**config.mk**
```make
export PLATFORM = sky130hd
export DESIGN_NAME = div_wb_top
export DESIGN_NICKNAME = d
export VERILOG_FILES = /design/src/design/div_pkg.sv /design/src/design/wb_pkg.sv /design/src/design/div_decode.sv /design/src/design/div_execute.sv /design/src/design/div_result.sv /design/src/design/div_wb_top.sv
export SDC_FILE = /design/constraint.sdc
export NUM_CORES = 1
export LEC_CHECK = 0
export ABC_AREA = 0
export BUFFER_PORTS_ARGS = -buffer_cell sky130_fd_sc_hd__buf_2
export CAP_MARGIN = 20
export CELL_PAD_IN_SITES_DETAIL_PLACEMENT = 1
export CELL_PAD_IN_SITES_GLOBAL_PLACEMENT = 1
export CORE_ASPECT_RATIO = 1.25
export CORE_UTILIZATION = 35
export CTS_BUF_LIST = sky130_fd_sc_hd__clkbuf_8
export DETAILED_ROUTE_END_ITERATION = 16
export GPL_ROUTABILITY_DRIVEN = 0
export PLACE_DENSITY_LB_ADDON = 0.1
export SYNTH_ARGS = -nofsm -noshare
export SYNTH_HDL_FRONTEND = slang
export SYNTH_HIERARCHICAL = 1
export SYNTH_SLANG_ARGS = --single-unit
```
**constraint.sdc**
```tcl
create_clock -name clk -period 5.9 [get_ports clk]
set_input_delay 0.59 -clock clk [delete_from_list [all_inputs] [get_ports clk]]
set_output_delay 0.59 -clock clk [all_outputs]
set_load 0.02 [all_outputs]
```
**src/design/div_pkg.sv**
```systemverilog
// Divide unit types

package div_pkg;

  // Bit 1 selects remainder, bit 0 selects unsigned
  typedef enum logic [1:0] {
    OP_DIV  = 2'b00,
    OP_DIVU = 2'b01,
    OP_REM  = 2'b10,
    OP_REMU = 2'b11
  } div_op_t;

  // One operation as issued by decode
  typedef struct packed {
    div_op_t     op;
    logic [31:0] dividend;
    logic [31:0] divisor;
  } div_req_t;

  // Unsigned magnitudes out of the divider core
  typedef struct packed {
    logic [31:0] quot;
    logic [31:0] rem;
  } div_rsp_t;

endpackage

```
**src/design/wb_pkg.sv**
```systemverilog
// Wishbone slave definitions

package wb_pkg;

  typedef struct packed {
    logic        cyc;
    logic        stb;
    logic        we;
    logic [3:0]  adr;
    logic [31:0] dat_w;
  } wb_req_t;

  typedef struct packed {
    logic        ack;
    logic [31:0] dat_r;
  } wb_rsp_t;

  // Word offsets, taken from adr[3:2]
  localparam logic [1:0] REG_OP1    = 2'd0;
  localparam logic [1:0] REG_OP2    = 2'd1;
  localparam logic [1:0] REG_CTRL   = 2'd2;
  localparam logic [1:0] REG_RESULT = 2'd3;

  // Status word bits
  localparam int STAT_BUSY = 0;
  localparam int STAT_DONE = 1;

endpackage

```
**src/design/div_decode.sv**
```systemverilog
// Divider bus registers and decode
`timescale 1ns/100ps

module div_decode (
  input  logic              clk,
  input  logic              rst_n,
  input  wb_pkg::wb_req_t   wb_req,
  output wb_pkg::wb_rsp_t   wb_rsp,
  input  logic              busy,
  input  logic              done,
  input  logic [31:0]       result_word,
  output logic              start,
  output div_pkg::div_req_t req
);
  import div_pkg::*;
  import wb_pkg::*;

  logic        ack;
  logic [31:0] dat_r;
  logic        access;
  logic [1:0]  word;
  logic        ctrl_wr;
  logic [31:0] op1;
  logic [31:0] op2;
  logic [31:0] status;
  logic [31:0] rd_data;

  // First cycle of a bus access only
  assign access = wb_req.cyc && wb_req.stb && !ack;
  assign word   = wb_req.adr[3:2];

  // Start refused while the divider is busy
  assign ctrl_wr = access && wb_req.we && (word == REG_CTRL) && !busy;

  always_comb begin
    status            = '0;
    status[STAT_BUSY] = busy;
    status[STAT_DONE] = done;
  end

  always_comb begin
    case (word)
      REG_OP1:  rd_data = op1;
      REG_OP2:  rd_data = op2;
      REG_CTRL: rd_data = status;
      default:  rd_data = result_word;
    endcase
  end

  always_ff @(posedge clk) begin
    if (!rst_n) begin
      ack   <= 1'b0;
      start <= 1'b0;
    end else begin
      ack   <= access;
      start <= ctrl_wr;
    end
  end

  always_ff @(posedge clk) begin
    if (access) begin
      dat_r <= rd_data;
    end
    if (access && wb_req.we) begin
      if (word == REG_OP1) begin
        op1 <= wb_req.dat_w;
      end
      if (word == REG_OP2) begin
        op2 <= wb_req.dat_w;
      end
    end
  end

  // Operands frozen here until the next accepted start
  always_ff @(posedge clk) begin
    if (ctrl_wr) begin
      req.op       <= div_op_t'(wb_req.dat_w[1:0]);
      req.dividend <= op1;
      req.divisor  <= op2;
    end
  end

  assign wb_rsp.ack   = ack;
  assign wb_rsp.dat_r = dat_r;

endmodule

```
**src/design/div_execute.sv**
```systemverilog
// Iterative restoring divider
`timescale 1ns/100ps

module div_execute (
  input  logic              clk,
  input  logic              rst_n,
  input  logic              start,
  input  div_pkg::div_req_t req,
  output logic              busy,
  output logic              fin,
  output div_pkg::div_rsp_t rsp
);
  typedef enum logic [1:0] {
    ST_IDLE,
    ST_RUN,
    ST_FINAL
  } state_t;

  state_t      state;
  logic [4:0]  iter;
  logic [63:0] acc;
  logic        dvd_neg;
  logic        dsor_neg;
  logic [31:0] dvd_mag;
  logic [31:0] dsor_mag;
  logic [33:0] diff;
  logic [31:0] rem_next;

  // Operand signs only count for signed ops
  assign dvd_neg  = !req.op[0] && req.dividend[31];
  assign dsor_neg = !req.op[0] && req.divisor[31];

  assign dvd_mag  = dvd_neg ? (~req.dividend + 32'd1) : req.dividend;
  assign dsor_mag = dsor_neg ? (~req.divisor + 32'd1) : req.divisor;

  // Trial subtract of divisor from partial remainder
  assign diff = {1'b0, acc[63:31]} - {2'b00, dsor_mag};

  // Negative difference means restore
  assign rem_next = diff[33] ? acc[62:31] : diff[31:0];

  always_ff @(posedge clk) begin
    if (!rst_n) begin
      state <= ST_IDLE;
      iter  <= '0;
    end else begin
      case (state)
        ST_IDLE: begin
          if (start) begin
            state <= ST_RUN;
            iter  <= 5'd31;
          end
        end
        ST_RUN: begin
          iter <= iter - 5'd1;
          if (iter == 5'd0) begin
            state <= ST_FINAL;
          end
        end
        ST_FINAL: begin
          state <= ST_IDLE;
        end
        default: begin
          state <= ST_IDLE;
        end
      endcase
    end
  end

  // Remainder in the upper half, quotient bits shift in below
  always_ff @(posedge clk) begin
    if (state == ST_IDLE && start) begin
      acc <= {32'd0, dvd_mag};
    end else if (state == ST_RUN) begin
      acc <= {rem_next, acc[30:0], ~diff[33]};
    end
  end

  assign busy = (state != ST_IDLE);
  assign fin  = (state == ST_FINAL);

  assign rsp.quot = acc[31:0];
  assign rsp.rem  = acc[63:32];

endmodule

```
**src/design/div_result.sv**
```systemverilog
// Divider result stage
`timescale 1ns/100ps

module div_result (
  input  logic              clk,
  input  logic              rst_n,
  input  logic              start,
  input  logic              fin,
  input  div_pkg::div_req_t req,
  input  div_pkg::div_rsp_t rsp,
  output logic              done,
  output logic [31:0]       result_word
);
  logic        is_rem;
  logic        dvd_neg;
  logic        dsor_neg;
  logic        negate;
  logic        div_zero;
  logic        overflow;
  logic [31:0] mag;
  logic [31:0] signed_val;
  logic [31:0] value;

  assign is_rem   = req.op[1];
  assign dvd_neg  = !req.op[0] && req.dividend[31];
  assign dsor_neg = !req.op[0] && req.divisor[31];

  assign div_zero = (req.divisor == 32'd0);
  // Signed minimum over minus one
  assign overflow = !req.op[0] && (req.dividend == 32'h8000_0000) &&
                    (req.divisor == 32'hffff_ffff);

  assign mag = is_rem ? rsp.rem : rsp.quot;

  // Remainder keeps the dividend sign
  assign negate     = dvd_neg ^ (!is_rem && dsor_neg);
  assign signed_val = negate ? (~mag + 32'd1) : mag;

  always_comb begin
    if (div_zero) begin
      value = is_rem ? req.dividend : 32'hffff_ffff;
    end else if (overflow) begin
      value = is_rem ? 32'd0 : req.dividend;
    end else begin
      value = signed_val;
    end
  end

  always_ff @(posedge clk) begin
    if (!rst_n) begin
      done        <= 1'b0;
      result_word <= '0;
    end else if (fin) begin
      done        <= 1'b1;
      result_word <= value;
    end else if (start) begin
      done <= 1'b0;
    end
  end

endmodule

```
**src/design/div_wb_top.sv**
```systemverilog
// Wishbone divide unit
`timescale 1ns/100ps

module div_wb_top (
  input  logic            clk,
  input  logic            rst_n,
  input  wb_pkg::wb_req_t wb_req,
  output wb_pkg::wb_rsp_t wb_rsp
);
  import div_pkg::*;

  logic        start;
  logic        busy;
  logic        fin;
  logic        done;
  logic [31:0] result_word;
  div_req_t    req;
  div_rsp_t    rsp;

  div_decode decode_i (
    .clk         (clk),
    .rst_n       (rst_n),
    .wb_req      (wb_req),
    .wb_rsp      (wb_rsp),
    .busy        (busy),
    .done        (done),
    .result_word (result_word),
    .start       (start),
    .req         (req)
  );

  div_execute execute_i (
    .clk   (clk),
    .rst_n (rst_n),
    .start (start),
    .req   (req),
    .busy  (busy),
    .fin   (fin),
    .rsp   (rsp)
  );

  div_result result_i (
    .clk         (clk),
    .rst_n       (rst_n),
    .start       (start),
    .fin         (fin),
    .req         (req),
    .rsp         (rsp),
    .done        (done),
    .result_word (result_word)
  );

endmodule

```
==> impl_metrics.json, run 1 <==
{
  "status": "completed",
  "fin_area_um2": 16500,
  "layout_min_cycle_time_ns": 4.95,
  "crit_family": "simple AND/OR/NAND/NOR gates",
  "yosys_warnings": 6,
  "cts_root_buffer": "clkbuf_8",
  "synth_nets": 1464,
  "ys_seq_elements": 268,
  "drt-initial-drc-count": 662,
  "dp_slack_ns": 0.976,
  "vias_per_cell": 5.55,
  "instances_no_fill": 2043,
  "antenna_found_initial": 0,
  "htree_levels": 2,
  "finalMaxSlewViolations": 0,
  "syn_to_final_growth_pct": 13.0,
  "synth_top_cell_by_area": "edfxtp_1",
  "ys_types": 86,
  "globalRoute.totalOverflow": 0,
  "port_buffers": 71,
  "finalSetupViolCount": 0,
  "clk_pin_slew_ns": 0.07,
  "synth_edf_count": 194,
  "cts_max_path_buffers": 3,
  "grt_pass1_wl_um": 73300,
  "clock_latency_ns": 0.60,
  "ir_drop_uv": 182,
  "maxCapViolCount": 0,
  "die_w_um": 185,
  "setup.worst_path.class": "flop to flop",
  "arrival_ns": 5.37,
  "fp-row-count": 83,
  "path_cells": "or4_4 -> or3_4 -> nor3_4 -> nand2b_2 -> or3_4 -> nor2_1 -> a21oi_1 -> xnor2_1 -> ha_1 -> a21o_1 -> a21oi_1 -> o21ai_0 -> a32oi_1 -> nand2_1 -> a31oi_4 -> buf_12 -> mux2i_1 -> o21ai_0",
  "p_total_uw": 4080,
  "p_per_area_nw_per_um2": 247,
  "num_io_pins": 74,
  "fin_ws_ns": 0.950,
  "ys_seq_area_share_pct": 50.0,
  "synthesis.area_um2": 14600,
  "grt_pass1_vias": 11780,
  "cp-end-kind": "flop",
  "synthFlopType": "edfxtp_1",
  "routed_wl_um": 48700,
  "avgSynthCellArea_um2": 10.6,
  "grt_max_degree": 67,
  "nets": 1534,
  "fin_crit_sh_pct": 83.9,
  "synth_area_leaders": "edfxtp_1 (40%), dfxtp_1 (10%), mux2i_1 (4.4%), o21ai_0 (4.3%), xnor2_1 (4.3%)",
  "drive_gt1_share_pct": 13.0,
  "tritoncts": "yes",
  "place_inst": 1957,
  "syn_inst": 1385,
  "final-hold-violation-count": 0,
  "fp.dieH_um": 230,
  "hp-class": "input port to flop",
  "fmax_mhz": 202,
  "grtUsageTotal_pct": 23.2,
  "nFillCells": 4606,
  "wl_per_cell_um": 23.8,
  "drc_errors": 0,
  "path_buf_inv": 1,
  "placed_area_um2": 15500,
  "finalSetupTns_ns": 0,
  "firstDrtPassIters": 4,
  "crit_path_start_kind": "flop",
  "finalClockSkew_ns": 0.0257,
  "clock_sinks": 268,
  "start_util_pct": 35.5,
  "postCtsHoldBufs": 0,
  "diodes": 0,
  "rsz0062_at_grt": "no",
  "ant_nets": 0,
  "crit_required_ns": 6.32,
  "async_flop_share_pct": 0,
  "slowest_stage": "or4_4",
  "cpPeakStageDelay_ns": 0.61,
  "synth_top_cell_area_share_pct": 39.9,
  "path_max_fanout": 45,
  "post-dp-hpwl_um": 36000,
  "cts_resized": 0,
  "cts_setup_buffers": 0,
  "max_slew_margin_pct": 23.9,
  "numCtsBuffers": 46,
  "core_um2": 41100,
  "via_count": 11346,
  "leakage_uw": 0.00603,
  "max_slew.worst_pin.slew_ns": 1.13,
  "design.die.area_um2": 42600
}
==> state kept, by name, summed over array words and instances, names as in the netlist <==
name	cells
decode_i/ack	1
result_i/result_word	32
decode_i/dat_r	32
decode_i/start	1
decode_i/op1	32
result_i/done	1
execute_i/iter	5
execute_i/state	2
decode_i/req	66
decode_i/op2	32
execute_i/acc	64
==> cells in the mapped netlist, types with 9 or more instances <==
cell and count:
o2bb2ai_1 30, nor4_1 33, a22o_1 15, a21o_1 16
nand2b_1 15, edfxtp_1 194, dfxtp_1 74, inv_1 31
nor2_1 90, nand2_1 106, xnor2_1 71, a21oi_1 99
a32oi_1 10, nor3_1 37, nand4_1 12, o31ai_1 14
o21ai_0 125, nor3b_1 10, ha_1 37, nor2b_1 9
a31oi_1 19, mux2i_1 64, o221ai_1 10, xor2_1 49
o211ai_1 12, clkbuf_1 51
==> layout make-up <==
cell class,instances,area [µm²],share of cell area (%)
Timing Repair Buffer,94,557,3.37
Sequential cell,268,7310,44.2
Inverter,32,120,0.727
Clock buffer,54,743,4.50
Multi-Input combinational cell,1013,6900,41.8
Tap cell,552,691,4.18
Clock inverter,30,198,1.20
==> routing by layer <==
| layer | up-vias | part of all wire (%) | GRT usage (%) |
|---|---|---|---|
| li1 | 5385 | - | - |
| met1 | 5616 | 43 | 28.8 |
| met2 | 245 | 49 | 39.6 |
| met3 | 100 | 3.6 | 3.72 |
| met4 | 0 | 4.0 | 9.61 |
| met5 | - | 0 | 0 |
==> per-stage QoR <==
step | hold slack, ns | utilization (%)
2_1_floorplan | 0.421 | -
3_3_place_gp | 0.424 | 37.8
3_5_place_dp | 0.434 | 37.8
4_1_cts | 0.143 | 40.1
5_1_grt | 0.155 | 40.2
6_report | 0.182 | 40.2
==> report_power, final <==
part / internal [µW] / leakage (µW) / switching (µW)
clock network: 925 / 0.000537 / 797
logic: 105 / 0.00313 / 176
registers: 2050 / 0.00237 / 37.3
total: 3070 / 0.00603 / 1010
==> path summary, 6_finish.rpt <==
path,start,to,slack [ns],depth (start not counted)
max reg2reg,decode_i/req[15]$_DFFE_PP_,execute_i/acc[52]$_SDFFE_PP0P_,0.95,18
min,wb_req[24],decode_i/op1[24]$_DFFE_PP_,0.18,1
min reg2reg,decode_i/op1[22]$_DFFE_PP_,decode_i/req[54]$_DFFE_PP_,0.45,0
max,decode_i/req[15]$_DFFE_PP_,execute_i/acc[52]$_SDFFE_PP0P_,0.95,18
==> layout by cell type (no fill, tap or decap), types with 16 or more instances in the layout <==
cell         n
mux2i_1     64
o2bb2ai_1   30
nor2_1      88
inv_1       47
edfxtp_1   194
buf_2       71
ha_1        37
xor2_1      49
a21o_1      16
a31oi_1     19
o21ai_0    125
nor4_1      33
nor3_1      36
xnor2_1     71
a21oi_1     99
clkbuf_8    54
nand2_1    105
dfxtp_1     74
buf_4       20
==> kinds of logic after synthesis <==
group / count (synthesis) / synth area share (%)
compound gates: 415 / 18.4
xor+xnor: 120 / 7.19
fa+ha+maj: 38 / 3.30
buf+inv: 104 / 3.18
flops: 268 / 50.0
mux: 67 / 4.77
simple gates: 373 / 13.2
(Power assumes the default switching activity.)
==> run 2: changes to the inputs <==
==> constraint.sdc (replaced) <==
create_clock -name clk -period 4.5 [get_ports clk]
set_input_delay 0.45 -clock clk [delete_from_list [all_inputs] [get_ports clk]]
set_output_delay 0.45 -clock clk [all_outputs]
set_load 0.02 [all_outputs]
==> run 2 against run 1 <==
  * Global-route usage increased by 0.46 points
  * Sequential power increased by 31%
  * Hold slack got worse by 0.12 ns
  * Routed wire length increased by 2.8%
  * Worst setup slack got worse by 0.88 ns
  * Clock skew decreased by 0.0040 ns
  * Register-to-register slack got worse by 0.88 ns
  * Combinational power increased by 51%
  * Critical path type unchanged
==> impl_metrics.json, run 2 (synthesized netlist as in run 1, its figures left out) <==
{
  "status": "completed",
  "finalClockSkew_ns": 0.0217,
  "drc_errors": 0,
  "grt_max_degree": 67,
  "postCtsHoldBufs": 0,
  "crit_path_start_kind": "flop",
  "grt_pass1_vias": 12339,
  "seqPwrFrac_pct": 50.2,
  "met1_length_um": 21500,
  "cp-end-kind": "flop",
  "grtUsageTotal_pct": 23.6,
  "path_max_fanout": 18,
  "arrival_ns": 4.95,
  "switching_share_pct": 24.4,
  "fin_ws_ns": 0.0691,
  "final_common_cell": "edfxtp_1",
  "fin_crit_sh_pct": 98.5,
  "start_util_pct": 35.5,
  "post-dp-hpwl_um": 37500,
  "layout_min_cycle_time_ns": 4.43,
  "via_count": 11716,
  "finalMaxSlewViolations": 0,
  "wl_met2_um": 25400,
  "wl_per_cell_um": 23.5,
  "max_flop_register": "decode_i/req",
  "htree_levels": 2,
  "power.switching_uw": 1330,
  "final-hold-violation-count": 0,
  "p_per_area_nw_per_um2": 311,
  "vias_per_cell": 5.50,
  "layout_common_cells": "edfxtp_1 (194), o21ai_0 (110), buf_4 (104)",
  "largestRegisters": "decode_i/req: 66 flops, execute_i/acc: 64 flops",
  "dp_slack_ns": -0.0805,
  "routed_wl_um": 50100,
  "largest_reg_flops": 66,
  "design.die.area_um2": 42600,
  "place_inst": 2032,
  "fp.dieH_um": 230,
  "cts_max_path_buffers": 3,
  "core_um2": 41100,
  "crit_required_ns": 5.02,
  "grt_pass1_wl_um": 74900,
  "dr.max_layer_used": "met5",
  "maxCapViolCount": 0,
  "cellInternalPower_uw": 4110,
  "finalSetupViolCount": 0,
  "drt-initial-drc-count": 742,
  "port_buffers": 71,
  "wl_met3_um": 1920,
  "syn_to_final_growth_pct": 19.7,
  "num_io_pins": 74,
  "hp-class": "input port to flop",
  "ant_nets": 0,
  "antenna_found_initial": 2,
  "ir_drop_uv": 255,
  "setup.worst_path.class": "flop to flop",
  "fp-row-count": 83,
  "drive_gt1_share_pct": 20.4,
  "die_w_um": 185,
  "nets": 1623,
  "finalSetupTns_ns": 0,
  "p_clk_share_pct": 42.1,
  "fmax_mhz": 226,
  "firstDrtPassIters": 5,
  "max_slew.worst_pin.slew_ns": 1.14,
  "numCtsBuffers": 45,
  "clock_sinks": 268,
  "p_comb_share_pct": 7.8,
  "rsz0062_at_grt": "yes",
  "instances_no_fill": 2132,
  "leakage_uw": 0.00658,
  "tritoncts": "yes",
  "globalRoute.totalOverflow": 0,
  "final_core_util_pct": 42.5,
  "diodes": 0,
  "clk_pin_slew_ns": 0.07,
  "max_slew_margin_pct": 24.0,
  "cts_root_buffer": "clkbuf_8",
  "clock_latency_ns": 0.58,
  "p_total_uw": 5440
}
## run 2: changes by cell type in the layout (fill, tap and decap cells not counted), sizes merged
| cell | previous run | this run |
|---|---|---|
| inv | 47 | 50 |
| buf | 94 | 181 |
| clkbuf | 54 | 60 |
| clkinvlp | 1 | 0 |
| clkinv | 12 | 6 |
## run 2: power groups by stage
stage / clock network (µW) / registers [µW] / logic [µW]
3_5_place_dp: 0 / 2780 / 382
5_1_grt: 2450 / 2730 / 463
6_report: 2290 / 2730 / 424
3_3_place_gp: 0 / 2780 / 376
4_1_cts: 2370 / 2730 / 388
2_1_floorplan: 0 / 2780 / 238
## run 2: layer usage
| metal | up-vias | GRT usage [%] |
|---|---|---|
| li1 | 5571 | - |
| met1 | 5818 | 29.3 |
| met2 | 252 | 41.8 |
| met3 | 73 | 3.36 |
| met4 | 2 | 7.62 |
| met5 | - | 0 |
## run 2: what timing repair did
action | CTS | global route
gates cloned | 0 | 3
pin swaps | 1 | 11
resized for setup | 3 | 56
setup buffers | 1 | 12
setup endpoints to repair | 21 | 33
## run 2: area by class of cell
type	count	area, µm²
clock buffers	57	785
repair buffers	184	1330
clock inverters	26	169
well taps	552	691
inverters	32	120
flip-flops and latches	268	7310
multi-input cells	1013	7090
fillers	4606	23600
## run 2: worst paths after layout
check             depth (start not counted)                        endpoint  slack [ns]                        from
hold reg to reg                           0      decode_i/req[32]$_DFFE_PP_        0.44   decode_i/op1[0]$_DFFE_PP_
hold / removal                            1      decode_i/op1[13]$_DFFE_PP_        0.06                  wb_req[13]
setup reg to reg                         20  execute_i/acc[42]$_SDFFE_PP0P_        0.07  decode_i/req[17]$_DFFE_PP_
setup / recovery                         20  execute_i/acc[42]$_SDFFE_PP0P_        0.07  decode_i/req[17]$_DFFE_PP_
## run 2: worst max-delay path: stages, from the launching register on
cell	delay (ns)
edfxtp_1	0.38
or4_4	0.55
or3_4	0.37
nor3_4	0.18
nand2b_4	0.07
or3_4	0.37
nor4_4	0.30
nor2_1	0.10
xnor2_1	0.14
ha_1	0.38
and3_4	0.23
nand2_4	0.07
nor2_2	0.04
a32oi_1	0.19
nand2_1	0.13
a31oi_4	0.18
buf_12	0.17
clkbuf_16	0.20
nand2_1	0.06
o21ai_1	0.10
a22o_1	0.15
## run 2: per-stage QoR
step / hold slack (ns) / area [µm²]
after floorplan: 0.421 / 14600
after global placement: 0.430 / 16100
after detailed placement: 0.435 / 16100
after CTS: 0.0167 / 17100
after global routing: 0.0336 / 17500
final: 0.0644 / 17500
